File: src/core_pkg.sv
package core_pkg;

    localparam int addr_w    = 32;
    localparam int word_w    = 32;
    localparam int reg_idx_w = 5;
    localparam int imm_w     = 16;

    typedef logic [addr_w-1:0]    pc_t;
    typedef logic [word_w-1:0]    word_t;
    typedef logic [reg_idx_w-1:0] reg_idx_t;
    typedef logic [imm_w-1:0]     imm16_t;

    typedef enum logic [3:0] {
        alu_add,
        alu_sub,
        alu_and,
        alu_or,
        alu_xor,
        alu_slt,
        alu_sltu,
        alu_sll,
        alu_srl,
        alu_sra,
        alu_lui
    } alu_op_e;

    typedef enum logic [2:0] {
        br_none,
        br_beq,
        br_bne,
        br_blez,
        br_bgtz,
        br_j,
        br_jr
    } br_op_e;

    // Loads come before stores.
    typedef enum logic [3:0] {
        dm_none,
        dm_lb,
        dm_lbu,
        dm_lh,
        dm_lhu,
        dm_lw,
        dm_sb,
        dm_sh,
        dm_sw
    } dm_op_e;

    typedef enum logic [1:0] {
        mem_idle,
        mem_bus,
        mem_done
    } mem_state_e;

    // Decoded instruction as handed over by the issue stage.
    typedef struct packed {
        pc_t      pc_4;
        pc_t      pc_guessed;
        word_t    data_a;
        word_t    data_b;
        imm16_t   imm16;
        logic     use_imm;
        alu_op_e  alu_op;
        br_op_e   br_op;
        dm_op_e   dm_op;
        reg_idx_t reg_w;
        logic     reg_w_en;
        logic     syscall;
    } ex_issue_t;

    typedef struct packed {
        logic     valid;
        pc_t      pc_4;
        word_t    alu_res;
        word_t    store_data;
        dm_op_e   dm_op;
        reg_idx_t reg_w;
        logic     reg_w_en;
        logic     syscall;
        logic     redirect;
        pc_t      redirect_pc;
    } ex_mem_t;

    typedef struct packed {
        logic     valid;
        reg_idx_t reg_w;
        logic     reg_w_en;
        word_t    data;
        logic     syscall;
    } wb_t;

endpackage

File: src/alu.sv
`timescale 1ns/1ns

module alu import core_pkg::*; (
    input  ex_issue_t issue,
    output word_t     alu_res
);

    word_t      imm_sext;
    word_t      imm_zext;
    word_t      op_a;
    word_t      op_b;
    logic       logical_op;
    logic [4:0] shamt;

    assign imm_sext = {{16{issue.imm16[15]}}, issue.imm16};
    assign imm_zext = {16'h0000, issue.imm16};

    // andi, ori and xori take the immediate zero-extended.
    assign logical_op = (issue.alu_op == alu_and) ||
                        (issue.alu_op == alu_or)  ||
                        (issue.alu_op == alu_xor);

    assign op_a  = issue.data_a;
    assign op_b  = issue.use_imm ? (logical_op ? imm_zext : imm_sext) : issue.data_b;
    assign shamt = issue.imm16[10:6];

    always_comb begin
        case (issue.alu_op)
            alu_add: begin
                // Also the effective address of loads and stores.
                alu_res = op_a + op_b;
            end
            alu_sub: begin
                alu_res = op_a - op_b;
            end
            alu_and:  alu_res = op_a & op_b;
            alu_or:   alu_res = op_a | op_b;
            alu_xor:  alu_res = op_a ^ op_b;
            alu_slt: begin
                alu_res = {31'd0, $signed(op_a) < $signed(op_b)};
            end
            alu_sltu: begin
                alu_res = {31'd0, op_a < op_b};
            end
            // Shifts act on rt with the shamt field.
            alu_sll:  alu_res = issue.data_b << shamt;
            alu_srl:  alu_res = issue.data_b >> shamt;
            alu_sra: begin
                alu_res = word_t'($signed(issue.data_b) >>> shamt);
            end
            alu_lui: begin
                alu_res = {issue.imm16, 16'h0000};
            end
            default: begin
                alu_res = '0;
            end
        endcase
    end

endmodule

File: src/branch_unit.sv
`timescale 1ns/1ns

module branch_unit import core_pkg::*; (
    input  ex_issue_t issue,
    output logic      taken,
    output pc_t       target,
    output logic      mispredict
);

    pc_t br_off;
    pc_t next_pc;

    assign br_off = {{14{issue.imm16[15]}}, issue.imm16, 2'b00};

    always_comb begin
        taken  = 1'b0;
        target = issue.pc_4;
        case (issue.br_op)
            br_beq: begin
                taken  = (issue.data_a == issue.data_b);
                target = issue.pc_4 + br_off;
            end
            br_bne: begin
                taken  = (issue.data_a != issue.data_b);
                target = issue.pc_4 + br_off;
            end
            br_blez: begin
                taken  = ($signed(issue.data_a) <= 0);
                target = issue.pc_4 + br_off;
            end
            br_bgtz: begin
                taken  = ($signed(issue.data_a) > 0);
                target = issue.pc_4 + br_off;
            end
            br_j: begin
                taken  = 1'b1;
                target = {issue.pc_4[31:28], 10'd0, issue.imm16, 2'b00};
            end
            br_jr: begin
                taken  = 1'b1;
                target = issue.data_a;
            end
            default: begin
                taken  = 1'b0;
            end
        endcase
    end

    // Non-branches fall through to pc_4.
    assign next_pc    = taken ? target : issue.pc_4;
    assign mispredict = (next_pc != issue.pc_guessed);

    always_comb begin
        assert final (issue.br_op != br_none || !taken)
            else $error("branch_unit: taken raised for a non-branch");
    end

endmodule

File: src/core_backend.sv
`timescale 1ns/1ns

module core_backend import core_pkg::*; (
    input  logic       clk,
    input  logic       rst_n,
    input  logic       issue_valid,
    input  ex_issue_t  issue,
    output logic       issue_ready,
    input  logic       flush,
    output logic       redirect,
    output pc_t        redirect_pc,
    output logic       wb_cyc,
    output logic       wb_stb,
    output logic       wb_we,
    output logic [3:0] wb_sel,
    output pc_t        wb_adr,
    output word_t      wb_dat_w,
    input  word_t      wb_dat_r,
    input  logic       wb_ack,
    output wb_t        wb_out
);

    word_t   alu_res;
    logic    br_taken;
    pc_t     br_target;
    logic    br_mispredict;
    ex_mem_t staged;
    logic    mem_busy;
    logic    issue_fire;

    // The back end stalls the issue stage while a memory access is in flight.
    assign issue_ready = !mem_busy;
    assign issue_fire  = issue_valid && issue_ready;
    assign redirect    = staged.redirect;
    assign redirect_pc = staged.redirect_pc;

    alu alu_i (
        .issue   (issue),
        .alu_res (alu_res)
    );

    branch_unit branch_unit_i (
        .issue      (issue),
        .taken      (br_taken),
        .target     (br_target),
        .mispredict (br_mispredict)
    );

    ex_mem_reg ex_mem_reg_i (
        .clk        (clk),
        .rst_n      (rst_n),
        .en         (issue_ready),
        .flush      (flush),
        .issue_fire (issue_fire),
        .issue      (issue),
        .alu_res    (alu_res),
        .mispredict (br_mispredict),
        .target_pc  (br_taken ? br_target : issue.pc_4),
        .staged     (staged)
    );

    mem_access mem_access_i (
        .clk      (clk),
        .rst_n    (rst_n),
        .staged   (staged),
        .busy     (mem_busy),
        .wb_cyc   (wb_cyc),
        .wb_stb   (wb_stb),
        .wb_we    (wb_we),
        .wb_sel   (wb_sel),
        .wb_adr   (wb_adr),
        .wb_dat_w (wb_dat_w),
        .wb_dat_r (wb_dat_r),
        .wb_ack   (wb_ack),
        .wb_out   (wb_out)
    );

endmodule

File: src/ex_mem_reg.sv
`timescale 1ns/1ns

module ex_mem_reg import core_pkg::*; (
    input  logic      clk,
    input  logic      rst_n,
    input  logic      en,
    input  logic      flush,
    input  logic      issue_fire,
    input  ex_issue_t issue,
    input  word_t     alu_res,
    input  logic      mispredict,
    input  pc_t       target_pc,
    output ex_mem_t   staged
);

    ex_mem_t staged_d;

    // Both execute results meet here in one record.
    assign staged_d = '{
        valid:       1'b1,
        pc_4:        issue.pc_4,
        alu_res:     alu_res,
        store_data:  issue.data_b,
        dm_op:       issue.dm_op,
        reg_w:       issue.reg_w,
        reg_w_en:    issue.reg_w_en,
        syscall:     issue.syscall,
        redirect:    mispredict,
        redirect_pc: target_pc
    };

    always_ff @(posedge clk or negedge rst_n) begin
        if (!rst_n) begin
            staged <= '0;
        end else if (flush) begin
            staged <= '0;
        end else if (en) begin
            if (issue_fire) begin
                staged <= staged_d;
            end else begin
                // Bubble.
                staged <= '0;
            end
        end
    end

    // A stalled record must survive until the memory stage releases it.
    assert property (@(posedge clk) disable iff (!rst_n)
        (!en && staged.valid && !flush) |=> $stable(staged))
        else $error("ex_mem_reg: stalled record changed");

endmodule

File: src/mem_access.sv
`timescale 1ns/1ns

module mem_access import core_pkg::*; (
    input  logic       clk,
    input  logic       rst_n,
    input  ex_mem_t    staged,
    output logic       busy,
    output logic       wb_cyc,
    output logic       wb_stb,
    output logic       wb_we,
    output logic [3:0] wb_sel,
    output pc_t        wb_adr,
    output word_t      wb_dat_w,
    input  word_t      wb_dat_r,
    input  logic       wb_ack,
    output wb_t        wb_out
);

    mem_state_e state;
    mem_state_e state_nx;
    dm_op_e     op_q;
    logic [1:0] off_q;
    reg_idx_t   reg_w_q;
    logic       reg_w_en_q;
    logic       syscall_q;
    logic       staged_mem;
    logic       start;
    logic       wb_load;
    logic       wb_valid;
    reg_idx_t   wb_reg_w;
    logic       wb_reg_w_en;
    word_t      wb_data;
    logic       wb_syscall;

    function automatic logic [3:0] lane_sel(dm_op_e op, logic [1:0] off);
        case (op)
            dm_lb, dm_lbu, dm_sb: lane_sel = 4'b0001 << off;
            dm_lh, dm_lhu, dm_sh: lane_sel = off[1] ? 4'b1100 : 4'b0011;
            dm_lw, dm_sw:         lane_sel = 4'b1111;
            default:              lane_sel = 4'b0000;
        endcase
    endfunction

    function automatic word_t load_ext(dm_op_e op, logic [1:0] off, word_t raw);
        logic [7:0]  b;
        logic [15:0] h;
        b = raw[8*off +: 8];
        h = off[1] ? raw[31:16] : raw[15:0];
        case (op)
            dm_lb:   load_ext = {{24{b[7]}}, b};
            dm_lbu:  load_ext = {24'd0, b};
            dm_lh:   load_ext = {{16{h[15]}}, h};
            dm_lhu:  load_ext = {16'd0, h};
            dm_lw:   load_ext = raw;
            default: load_ext = '0;
        endcase
    endfunction

    assign staged_mem = staged.valid && (staged.dm_op != dm_none);
    assign start      = (state == mem_idle) && staged_mem;
    assign busy       = (state == mem_bus) || start;
    assign wb_load    = ((state == mem_idle) && staged.valid && !staged_mem) ||
                        ((state == mem_bus) && wb_ack);

    assign wb_cyc = (state == mem_bus);
    assign wb_stb = (state == mem_bus);

    always_comb begin
        state_nx = state;
        case (state)
            mem_idle: if (staged_mem) state_nx = mem_bus;
            mem_bus:  if (wb_ack) state_nx = mem_done;
            default:  state_nx = mem_idle;
        endcase
    end

    always_ff @(posedge clk or negedge rst_n) begin
        if (!rst_n) begin
            state    <= mem_idle;
            wb_valid <= 1'b0;
        end else begin
            state    <= state_nx;
            wb_valid <= wb_load;
        end
    end

    // Request fields are captured once so a later flush cannot disturb the bus.
    always_ff @(posedge clk) begin
        if (start) begin
            op_q       <= staged.dm_op;
            off_q      <= staged.alu_res[1:0];
            reg_w_q    <= staged.reg_w;
            reg_w_en_q <= staged.reg_w_en;
            syscall_q  <= staged.syscall;
            wb_adr     <= {staged.alu_res[31:2], 2'b00};
            wb_sel     <= lane_sel(staged.dm_op, staged.alu_res[1:0]);
            wb_we      <= staged.dm_op inside {dm_sb, dm_sh, dm_sw};
            case (staged.dm_op)
                dm_sb:   wb_dat_w <= {4{staged.store_data[7:0]}};
                dm_sh:   wb_dat_w <= {2{staged.store_data[15:0]}};
                default: wb_dat_w <= staged.store_data;
            endcase
        end
        if (wb_load) begin
            if (state == mem_bus) begin
                wb_reg_w    <= reg_w_q;
                wb_reg_w_en <= reg_w_en_q && !wb_we;
                wb_data     <= load_ext(op_q, off_q, wb_dat_r);
                wb_syscall  <= syscall_q;
            end else begin
                wb_reg_w    <= staged.reg_w;
                wb_reg_w_en <= staged.reg_w_en;
                wb_data     <= staged.alu_res;
                wb_syscall  <= staged.syscall;
            end
        end
    end

    assign wb_out = '{
        valid:    wb_valid,
        reg_w:    wb_reg_w,
        reg_w_en: wb_reg_w_en,
        data:     wb_data,
        syscall:  wb_syscall
    };

    assert property (@(posedge clk) disable iff (!rst_n) wb_stb |-> wb_cyc)
        else $error("mem_access: stb without cyc");

    // Wishbone classic: the request holds until the slave acknowledges.
    assert property (@(posedge clk) disable iff (!rst_n)
        (wb_stb && !wb_ack) |=> wb_stb && $stable(wb_adr) && $stable(wb_sel) &&
                                $stable(wb_we) && $stable(wb_dat_w))
        else $error("mem_access: request changed before ack");

endmodule

File: config.mk
export PLATFORM = sky130hd
export DESIGN_NAME = core_backend
export DESIGN_NICKNAME = d
export VERILOG_FILES = /design/src/core_pkg.sv /design/src/alu.sv /design/src/branch_unit.sv /design/src/core_backend.sv /design/src/ex_mem_reg.sv /design/src/mem_access.sv
export SDC_FILE = /design/constraint.sdc
export NUM_CORES = 1
export LEC_CHECK = 0
export BUFFER_PORTS_ARGS = -buffer_cell sky130_fd_sc_hd__buf_2
export CAP_MARGIN = 10
export CELL_PAD_IN_SITES_DETAIL_PLACEMENT = 1
export CELL_PAD_IN_SITES_GLOBAL_PLACEMENT = 1
export CORE_MARGIN = 2
export CORE_UTILIZATION = 46
export CTS_BUF_LIST = sky130_fd_sc_hd__clkbuf_4
export DETAILED_ROUTE_END_ITERATION = 6
export GPL_ROUTABILITY_DRIVEN = 0
export PLACE_DENSITY = 0.81
export SETUP_SLACK_MARGIN = 0.15
export SLEW_MARGIN = 20
export SYNTH_ARGS = -nofsm -noshare
export SYNTH_HDL_FRONTEND = slang
export SYNTH_HIERARCHICAL = 1
export SYNTH_SLANG_ARGS = --single-unit
File: constraint.sdc
create_clock -name clk -period 4.6 [get_ports clk]
set_input_delay 0.92 -clock clk [delete_from_list [all_inputs] [get_ports clk]]
set_output_delay 0.92 -clock clk [all_outputs]
set_load 0.02 [all_outputs]
# ---- Word level (Yosys, flattened, before mapping)
# Index checks and enable logic that the tools add are counted.
dict set report classes {
  order_cmp 4
  n_eq_ne 36
  bitwise 3
  reduce_logical 24
  addsub 3
  n_shift 5
  mux 21
}
# op count
set ops {}
lappend ops {{$mux W141} 3}
lappend ops {{$pmux W32 S11} 1}
lappend ops {{$pmux W32 S5} 1}
lappend ops {{$mux W32} 4}
lappend ops {{$pmux W32 S3} 1}
lappend ops {{$add A32 B32 Y32} 2}
lappend ops {{$lt A32 B32 Y1} 2}
lappend ops {{$ne A32 B32 Y1} 2}
lappend ops {{$pmux W32 S2} 1}
lappend ops {{$eq A4 B3 Y1 const B} 10}
lappend ops {{$and A32 B32 Y32} 1}
lappend ops {{$eq A32 B32 Y1} 1}
lappend ops {{$gt A32 B1 Y1 const B} 1}
lappend ops {{$le A32 B1 Y1 const B} 1}
lappend ops {{$or A32 B32 Y32} 1}
lappend ops {{$shiftx A32 B6 Y8} 1}
lappend ops {{$shl A32 B5 Y32} 1}
lappend ops {{$shr A32 B5 Y32} 1}
lappend ops {{$sshr A32 B5 Y32} 1}
lappend ops {{$sub A32 B32 Y32} 1}
lappend ops {{$xor A32 B32 Y32} 1}
lappend ops {{$eq A4 B2 Y1 const B} 6}
lappend ops {{$eq A4 B4 Y1 const B} 4}
lappend ops {{$mux W16} 1}
lappend ops {{other kinds (26)} 47}
dict set report word_totals {
  register_bits 231
}

# ---- Longest topological paths before layout
# Gate-level depths: netlist of run 1.
dict set report depth {
  ltp_word 10
  depth_mapped 21
}

# ---- Cells and area by module
# The synthesis of run 1 kept the hierarchy.
# module cells_each area_per_inst_um2 instances
set modules_own_cells {}
lappend modules_own_cells {alu 1355 9083.7 1}
lappend modules_own_cells {mem_access 380 5421.4 1}
lappend modules_own_cells {ex_mem_reg 332 5197.5 1}
lappend modules_own_cells {branch_unit 704 4648.2 1}
lappend modules_own_cells {core_backend 38 554.3 1}

# ---- Least setup slack after synthesis of run 1
# Ideal clock, no wire load.
dict set report synth_path {
  path_kind {input to register}
  startpoint {in issue[27] (netlist bit)}
  endpoint {reg, netlist name ex_mem_reg_i/staged[101]}
  cell_stages 16
  setup_slack_ns -0.500
  n_path_buf 5
  required_ns 4.478
  arrival_ns 4.978
  cell_sequence {clkbuf_1 -> clkbuf_1 -> clkbuf_1 -> buf_1 -> mux2i_1 -> ha_1 -> buf_2 -> or4_4 -> o21a_4 -> or4_4 -> a31oi_2 -> a21boi_2 -> o41ai_4 -> a21oi_1 -> o21a_1 -> a32o_1}
}
dict set report synth_between {
  elab_chain_cells 7
  elab_cells_between_ends 11
}
# element line_no
set synth_rtl {}
lappend synth_rtl {{start: declaration} core_backend.sv:7} ;# input ex_issue_t issue,
lappend synth_rtl {{$mux W32 (2 in series)} alu.sv:24} ;# assign op_b = issue.use_imm ? (logical_op ? imm_zext : imm_sext) : issue.data_b;
lappend synth_rtl {{$sub A32 B32 Y32 or $add A32 B32 Y32 (tied branches)} {alu.sv:34, alu.sv:31}}
lappend synth_rtl {{$pmux W32 S11 *} alu.sv:28} ;# case (issue.alu_op)
lappend synth_rtl {{named net alu_res[25]} core_backend.sv:23} ;# word_t alu_res;
lappend synth_rtl {{$mux W141 *} ex_mem_reg.sv:38} ;# if (issue_fire) begin
lappend synth_rtl {{$mux W141 *} ex_mem_reg.sv:37} ;# end else if (en) begin
lappend synth_rtl {{$mux W141 *} ex_mem_reg.sv:35} ;# end else if (flush) begin
# Mark *: on every way through the listed nets, which the timed path passes. The rest lies on a longest branch. The select of a mux whose other input is x is not followed.
# A chain may end at the register's enable or synchronous reset.

# ---- Final worst setup path of run 1
dict set report layout_path {
  startpoint {in issue[18] (netlist bit)}
  endpoint {reg, netlist name ex_mem_reg_i/staged[103]}
}
dict set report layout_between {
  elab_chain_cells 6
  elab_cells_between_ends 10
}
# element line_no
set layout_rtl {}
lappend layout_rtl {{$mux W32 *} alu.sv:24}
lappend layout_rtl {{$sub A32 B32 Y32 (tied with other cells)} alu.sv:34} ;# alu_res = op_a - op_b;
lappend layout_rtl {{$pmux W32 S11 *} alu.sv:28}
lappend layout_rtl {{named net alu_res[27]} core_backend.sv:23}
lappend layout_rtl {{$mux W141 *} ex_mem_reg.sv:38}
lappend layout_rtl {{$mux W141 *} ex_mem_reg.sv:37}
lappend layout_rtl {{$mux W141 *} ex_mem_reg.sv:35}
# Marks and branches as above.

==> tab_implementation.tex, run 1 <==
\begin{tabular}{lr}
\hline
Metric & Value \\
\hline
\multicolumn{2}{l}{\textbf{Floorplanning}} \\
Area of the placeable core & 0.0512 mm\^{}2 \\
Die height & $\sim$230 um \\
Floorplan row count & 83 \\
Die Area & approximately 0.053 mm\^{}2 \\
Die Width & 231 um \\
Io pins & $\sim$350 \\
Initial Utilization & 0.464 \\
\multicolumn{2}{l}{\textbf{CTS}} \\
Clock buffer count from CTS & 55 \\
Number of setup buffers added after CTS & 0 \\
Post-CTS Hold Buffers & 0 \\
Sink Count & about 230 \\
CTS tree & done \\
Clk Latency, worst-skew pair & 710 ps \\
Clock-pin slew on the worst setup and hold paths & $\sim$70 ps \\
Clock tree root buffer cell & sky130\_fd\_sc\_hd\_\_clkbuf\_4 \\
Clk buf depth & 3 \\
Number of H-tree branching levels & 2 \\
Count of cells resized by post-cts repair & 0 \\
\multicolumn{2}{l}{\textbf{Min path}} \\
Path category of the worst min-delay check & in -> async \\
\multicolumn{2}{l}{\textbf{Global route}} \\
Maximum number of pins on one net before global-route repair & 100 \\
Initial antenna violation count & 6 \\
First-pass GRT wire length & $\sim$170000 um \\
Global-route total usage across every layer & 0.410 \\
GRT Residual Overflow & 0 \\
Vias in the first global route & roughly 27000 \\
\multicolumn{2}{l}{\textbf{Drt}} \\
Via count & approximately 27000 \\
Per-cell routed wire length & slightly below 30 um \\
Drc violations & 10 \\
First-pass DRT Iterations & 7 \\
Antenna-violating nets left & 0 \\
Wire length reported by the detailed router & roughly 110000 um \\
Detailed Route Iter0 Violations & 3398 \\
Detailed-route vias per instance & 6.83 \\
\multicolumn{2}{l}{\textbf{Power}} \\
PD cells & roughly 320 mW/mm\^{}2 \\
Internal power contribution & around 5100 uW \\
Final Power & slightly above 9000 uW \\
Worst vdd ir & approximately 0.24 mV \\
Sw Ratio & 0.434 \\
Fraction of power consumed by the clock network & 0.195 \\
Static leakage power & around 0.012 uW \\
Sw power & 3940 uW \\
Share of power burned in combinational logic & 0.487 \\
Share of total power in sequential cells & 0.318 \\
\multicolumn{2}{l}{\textbf{STA}} \\
Upper clock frequency limit & approximately 240 MHz \\
Number of endpoints with negative hold slack in the final report & 0 \\
Final TNS setup & 0 ps \\
Final-layout worst hold slack & roughly 280 ps \\
Final Slew Violations & 0 \\
Final Skew & between 20 and 30 ps \\
Worst slew pin tran & between 1000 and 1500 ps \\
Final setup vio count & 0 \\
Shortest clock period the worst path allows after layout & approximately 4200 ps \\
RSZ-0062 raised after global routing & no \\
Period utilization & 0.920 \\
Least setup slack across all paths after layout & approximately 370 ps \\
Worst slew slack as a fraction of its limit & 0.283 \\
\multicolumn{2}{l}{\textbf{Worst setup path}} \\
Start point of the critical path & issue[18] \\
Number of stages on the worst setup path & 14 \\
Biggest cell delay along the critical path & 590 ps \\
Worst Reg-to-Reg Cells & 8 \\
Type of origin of the critical path & input pin \\
Worst r2r src & ex\_mem\_reg\_i/staged[41] \\
Category of the most critical setup path & in -> reg \\
Critical-path cell with the highest stage delay & sky130\_fd\_sc\_hd\_\_mux2i\_1 \\
Top fanout value on the critical path & 29 \\
Worst reg-to-reg setup slack & roughly 1100 ps \\
Crit-path cells & buf\_2, buf\_12, mux2i\_1, ha\_1, nand3\_1, o221ai\_1, or3\_1, a31oi\_1, o31a\_1, o311ai\_0, a21oi\_1, a221oi\_1, o21ai\_0, a32o\_1 \\
WP buf/inv & 2 \\
Critical path data arrival time & about 4800 ps \\
Kind of cell adding the most delay to the critical path & compound AO/OA/AOI/OAI gates \\
Endpoint type of the worst setup path & flop \\
Worst endpoint required time & 5170 ps \\
Capturing element of the worst setup path & ex\_mem\_reg\_i/staged[103] \\
Worst reg2reg endpoint & ex\_mem\_reg\_i/staged[46] \\
\multicolumn{2}{l}{\textbf{Layout}} \\
Commonest non-fill, non-tap cells in the layout & sky130\_fd\_sc\_hd\_\_buf\_2 (340), sky130\_fd\_sc\_hd\_\_nand2\_1 (259), sky130\_fd\_sc\_hd\_\_buf\_4 (257), sky130\_fd\_sc\_hd\_\_o21ai\_0 (195), sky130\_fd\_sc\_hd\_\_nor2\_1 (193) \\
Layout net count & roughly 3500 \\
Area of all placed cells without fillers & between 0.02 and 0.03 mm\^{}2 \\
Area delta synth->final & 18.6\% \\
Fraction of final layout cells sized beyond drive strength 1 & 0.275 \\
Most common library cell in the layout ignoring fill and taps & sky130\_fd\_sc\_hd\_\_buf\_2 \\
\multicolumn{2}{l}{\textbf{Logic synthesis}} \\
Synth Instances & roughly 2700 \\
Post-synth design cell area & approximately 0.024 mm\^{}2 \\
Total number of yosys warnings & 6 \\
Per-instance average area after synthesis & about 8.7 um\^{}2 \\
\multicolumn{2}{l}{\textbf{Placed design}} \\
Placed cell area & around 0.027 mm\^{}2 \\
Count of buffers inserted at the top-level ports & approximately 340 \\
Worst setup slack after placement & -81.5 ps \\
Dpl hpwl & 89800 um \\
\multicolumn{2}{l}{\textbf{Run status}} \\
Failing checks & design-rule violations \\
Result of the run & finished, violations left \\
\multicolumn{2}{l}{\textbf{Run}} \\
Number of max-cap violations & 0 \\
\hline
\end{tabular}
==> worst min-delay path by stage <==
| stage | from | depth (start not counted) | endpoint |
|---|---|---|---|
| 2_1_floorplan | ex_mem_reg_i/staged[40] | 0 | mem_access_i/op_q[0] |
| 3_3_place_gp | ex_mem_reg_i/staged[36] | 0 | mem_access_i/reg_w_q[1] |
| 3_5_place_dp | ex_mem_reg_i/staged[16] | 1 | ex_mem_reg_i/staged[16] |
| 4_1_cts | rst_n | 1 | ex_mem_reg_i/staged[58] |
| 5_1_grt | rst_n | 1 | ex_mem_reg_i/staged[48] |
| 6_report | rst_n | 1 | ex_mem_reg_i/staged[48] |
==> worst reg2reg max path: stages, from the launching register on <==
cell	delay, ps
sky130_fd_sc_hd__dfrtp_1	360
sky130_fd_sc_hd__buf_4	180
sky130_fd_sc_hd__nor4_1	370
sky130_fd_sc_hd__or4b_2	230
sky130_fd_sc_hd__nand2_1	120
sky130_fd_sc_hd__nor2b_1	180
sky130_fd_sc_hd__nor2b_4	890
sky130_fd_sc_hd__buf_4	730
sky130_fd_sc_hd__a32o_1	380
==> metrics by stage <==
stage / util / cells
detailed placement: 0.535 / 3802
finish: 0.550 / 3910
floorplan: - / 2740
global placement: 0.535 / 3802
global route: 0.550 / 3908
CTS: 0.550 / 3906
==> power groups by stage <==
stage	sequential (uW)	clock, uW	combinational [uW]
global placement	2900	0	4110
finish	2890	1770	4420
floorplan	3160	0	2400
CTS	2890	1810	4290
detailed placement	2930	0	4260
global route	2920	1910	4630
==> flip-flops by register name, indices dropped and copies added, names as in the netlist <==
signal and flops:
ex_mem_reg_i/staged 109, mem_access_i/wb_dat_w 32, mem_access_i/wb_data 32, mem_access_i/wb_adr 30
mem_access_i/reg_w_q 5, mem_access_i/wb_reg_w 5, mem_access_i/op_q 4, mem_access_i/wb_sel 4
mem_access_i/off_q 2, mem_access_i/state 2, mem_access_i/reg_w_en_q 1, mem_access_i/syscall_q 1
mem_access_i/wb_reg_w_en 1, mem_access_i/wb_syscall 1, mem_access_i/wb_valid 1, mem_access_i/wb_we 1
==> final cells by class <==
class	count	area, um^2
diodes	4	10.0
repair buffers	604	3770
flip-flops and latches	231	6380
clock inverters	16	93.8
fillers	6193	23000
well taps	680	851
clock buffers	88	661
inverters	138	520
multi-input cells	2149	15900
==> per-layer routing <==
layer  global-route usage  vias up  routed length [um]
met5                    0        -                  37
met1                0.521    13100               42600
met4                0.248        6                8590
met3                0.112      476               14100
met2                0.620     1792               48200
li1                     -    11300                   -
Power figures use the tool's default switching activity.
==> run 2: changes to the inputs <==
--- a/config.mk
+++ b/config.mk
@@ -5,16 +5,17 @@
 export SDC_FILE = /design/constraint.sdc
 export NUM_CORES = 1
 export LEC_CHECK = 0
-export BUFFER_PORTS_ARGS = -buffer_cell sky130_fd_sc_hd__buf_2
-export CAP_MARGIN = 10
+export CAP_MARGIN = 20
 export CELL_PAD_IN_SITES_DETAIL_PLACEMENT = 1
 export CELL_PAD_IN_SITES_GLOBAL_PLACEMENT = 1
 export CORE_MARGIN = 2
-export CORE_UTILIZATION = 46
+export CORE_UTILIZATION = 50
 export CTS_BUF_LIST = sky130_fd_sc_hd__clkbuf_4
+export CTS_CLUSTER_DIAMETER = 120
 export DETAILED_ROUTE_END_ITERATION = 6
+export DONT_BUFFER_PORTS = 1
 export GPL_ROUTABILITY_DRIVEN = 0
-export PLACE_DENSITY = 0.81
+export PLACE_DENSITY = 0.8
 export SETUP_SLACK_MARGIN = 0.15
 export SLEW_MARGIN = 20
 export SYNTH_ARGS = -nofsm -noshare
==> tab_implementation.tex, run 2 (synthesized netlist as in run 1, its figures left out) <==
\begin{tabular}{lr}
\hline
Metric & Value \\
\hline
\multicolumn{2}{l}{\textbf{Run}} \\
Number of max-cap violations & 0 (unchanged) \\
\multicolumn{2}{l}{\textbf{Worst setup path}} \\
Type of origin of the critical path & input pin \\
Worst reg-to-reg setup slack & 1530 ps (+450 ps) \\
Start point of the critical path & issue[18] \\
Category of the most critical setup path & in -> reg \\
Capturing element of the worst setup path & ex\_mem\_reg\_i/staged[107] \\
Worst Reg-to-Reg Cells & 8 (unchanged) \\
Worst reg2reg endpoint & ex\_mem\_reg\_i/staged[70] \\
Worst r2r src & ex\_mem\_reg\_i/staged[41] \\
Worst endpoint required time & 5230 ps (+60 ps) \\
Endpoint type of the worst setup path & flop \\
Top fanout value on the critical path & 33 (+14\%) \\
Critical path data arrival time & 4610 ps (-200 ps) \\
\multicolumn{2}{l}{\textbf{Drt}} \\
Drc violations & 2 (-8) \\
Via count & 24200 (-9.3\%) \\
Wire length reported by the detailed router & 105000 um (-7.4\%) \\
Detailed-route vias per instance & 7.32 (+7.2\%) \\
Detailed Route Iter0 Violations & 3028 (-11\%) \\
Antenna-violating nets left & 0 (unchanged) \\
Per-cell routed wire length & 31.7 um (+9.4\%) \\
First-pass DRT Iterations & 7 (unchanged) \\
\multicolumn{2}{l}{\textbf{STA}} \\
Worst slew pin tran & 1050 ps (-19.6 ps) \\
Shortest clock period the worst path allows after layout & 3980 ps (-252 ps) \\
Final Slew Violations & 0 (unchanged) \\
Worst slew slack as a fraction of its limit & 0.292 (+0.00876) \\
Final setup vio count & 0 (unchanged) \\
Final TNS setup & 0 ps (unchanged) \\
RSZ-0062 raised after global routing & no \\
Period utilization & 0.865 (-0.0548) \\
Number of endpoints with negative hold slack in the final report & 0 (unchanged) \\
Final Skew & 43.7 ps (+14.0 ps) \\
Upper clock frequency limit & 251 MHz (+6.3\%) \\
Least setup slack across all paths after layout & 619 ps (+252 ps) \\
\multicolumn{2}{l}{\textbf{Global route}} \\
Maximum number of pins on one net before global-route repair & 113 (+13\%) \\
First-pass GRT wire length & 154000 um (-7.5\%) \\
Vias in the first global route & 23900 (-10\%) \\
Global-route total usage across every layer & 0.412 (+0.00181) \\
GRT Residual Overflow & 0 (unchanged) \\
Initial antenna violation count & 10 (+4) \\
\multicolumn{2}{l}{\textbf{Placed design}} \\
Worst setup slack after placement & 73.7 ps (+155 ps) \\
Count of buffers inserted at the top-level ports & 0 (-100\%) \\
Dpl hpwl & 79700 um (-11\%) \\
\multicolumn{2}{l}{\textbf{Layout}} \\
Largest registers & ex\_mem\_reg\_i/staged (109), mem\_access\_i/wb\_dat\_w (32), mem\_access\_i/wb\_data (32) \\
Max FFs per register & 109 (unchanged) \\
Most common library cell in the layout ignoring fill and taps & sky130\_fd\_sc\_hd\_\_nand2\_1 \\
Largest reg by FF count & ex\_mem\_reg\_i/staged \\
Area delta synth->final & 4.99\% \\
Layout net count & 2982 (-15\%) \\
Number of inserted filler cells in the final layout & 5492 (-11\%) \\
Fraction of final layout cells sized beyond drive strength 1 & 0.133 (-0.142) \\
Commonest non-fill, non-tap cells in the layout & sky130\_fd\_sc\_hd\_\_nand2\_1 (259), sky130\_fd\_sc\_hd\_\_o21ai\_0 (195), sky130\_fd\_sc\_hd\_\_nor2\_1 (193), sky130\_fd\_sc\_hd\_\_a21oi\_1 (157), sky130\_fd\_sc\_hd\_\_inv\_1 (131) \\
\multicolumn{2}{l}{\textbf{Min path}} \\
Path category of the worst min-delay check & in -> async \\
\multicolumn{2}{l}{\textbf{CTS}} \\
Clock-pin slew on the worst setup and hold paths & 80 ps (about the same) \\
Clock tree root buffer cell & sky130\_fd\_sc\_hd\_\_clkbuf\_4 \\
Clk Latency, worst-skew pair & 730 ps (+20 ps) \\
CTS tree & done \\
Count of cells resized by post-cts repair & 0 (unchanged) \\
Post-CTS Hold Buffers & 1 (+1) \\
Clk buf depth & 3 (unchanged) \\
Number of H-tree branching levels & 2 (unchanged) \\
Sink Count & 231 (unchanged) \\
Number of setup buffers added after CTS & 0 (unchanged) \\
Clock buffer count from CTS & 55 (unchanged) \\
\multicolumn{2}{l}{\textbf{Floorplanning}} \\
Die Width & 222 um (-4.0\%) \\
Area of the placeable core & 0.0468 mm\^{}2 (-8.7\%) \\
Io pins & 345 (unchanged) \\
Die height & 222 um (-4.0\%) \\
Die Area & 0.0493 mm\^{}2 (-7.9\%) \\
Initial Utilization & 0.508 (+0.0441) \\
Floorplan row count & 79 (-4.8\%) \\
\multicolumn{2}{l}{\textbf{Power}} \\
Worst vdd ir & 0.241 mV (+1.2\%) \\
Static leakage power & 0.0101 uW (-19\%) \\
PD cells & 328 mW/mm\^{}2 (+1.8\%) \\
Final Power & 8180 uW (-9.9\%) \\
\multicolumn{2}{l}{\textbf{Run status}} \\
Result of the run & finished, violations left \\
Failing checks & design-rule violations \\
\hline
\end{tabular}
-- run 2: power by group --
part	total, uW	leakage (uW)	internal [uW]	switching, uW
sequential	3260	0.00264	2680	581
combinational	3180	0.00697	1170	2010
clock	1740	0.000438	894	843
total	8180	0.0101	4740	3430
-- run 2: area by class of cell --
type	instances	area, um^2	area share
multi-input cells	2149	15900	0.637
flip-flops and latches	231	6380	0.256
well taps	607	759	0.0305
repair buffers	78	656	0.0263
clock buffers	84	631	0.0253
inverters	138	520	0.0209
clock inverters	20	110	0.00442
diodes	4	10.0	0.000401
-- run 2: worst min path at each step --
stage / from / cells past startpoint / endpoint / slack [ps]
3_5_place_dp: ex_mem_reg_i/staged[37] / 0 / mem_access_i/reg_w_q[2] / 460
6_report: rst_n / 1 / ex_mem_reg_i/staged[47] / 140
3_3_place_gp: ex_mem_reg_i/staged[38] / 0 / mem_access_i/reg_w_q[3] / 460
4_1_cts: rst_n / 1 / ex_mem_reg_i/staged[59] / 130
5_1_grt: rst_n / 1 / ex_mem_reg_i/staged[74] / 160
2_1_floorplan: ex_mem_reg_i/staged[40] / 0 / mem_access_i/op_q[0] / 450
-- run 2: metal layers --
layer  share of wire  routed length (um)  GRT usage  vias to the layer above
li1                -                   -          -                    10300
met1            0.38               39800      0.514                    12000
met3            0.12               12800      0.133                      371
met4           0.058                6120      0.211                       12
met5         0.00086                  90          0                        -
met2            0.44               46300      0.638                     1553
-- run 2: worst max-delay path, stage by stage --
cell	delay, ps
sky130_fd_sc_hd__mux2i_1	720
sky130_fd_sc_hd__ha_1	490
sky130_fd_sc_hd__a21oi_1	240
sky130_fd_sc_hd__o221ai_1	190
sky130_fd_sc_hd__or3_1	370
sky130_fd_sc_hd__a31oi_1	300
sky130_fd_sc_hd__o31a_1	260
sky130_fd_sc_hd__o311ai_0	200
sky130_fd_sc_hd__a221o_1	390
sky130_fd_sc_hd__o311ai_1	280
sky130_fd_sc_hd__a32o_1	200
-- run 2: through the flow --
| step | hold WS [ps] | utilization | std cells | cell area, um^2 |
|---|---|---|---|---|
| after floorplan | 445 | - | 2740 | 24000 |
| after global routing | 158 | 0.533 | 3308 | 24900 |
| after global placement | 456 | 0.516 | 3201 | 24100 |
| after CTS | 130 | 0.533 | 3306 | 24900 |
| after detailed placement | 465 | 0.516 | 3201 | 24100 |
| final | 140 | 0.533 | 3311 | 24900 |
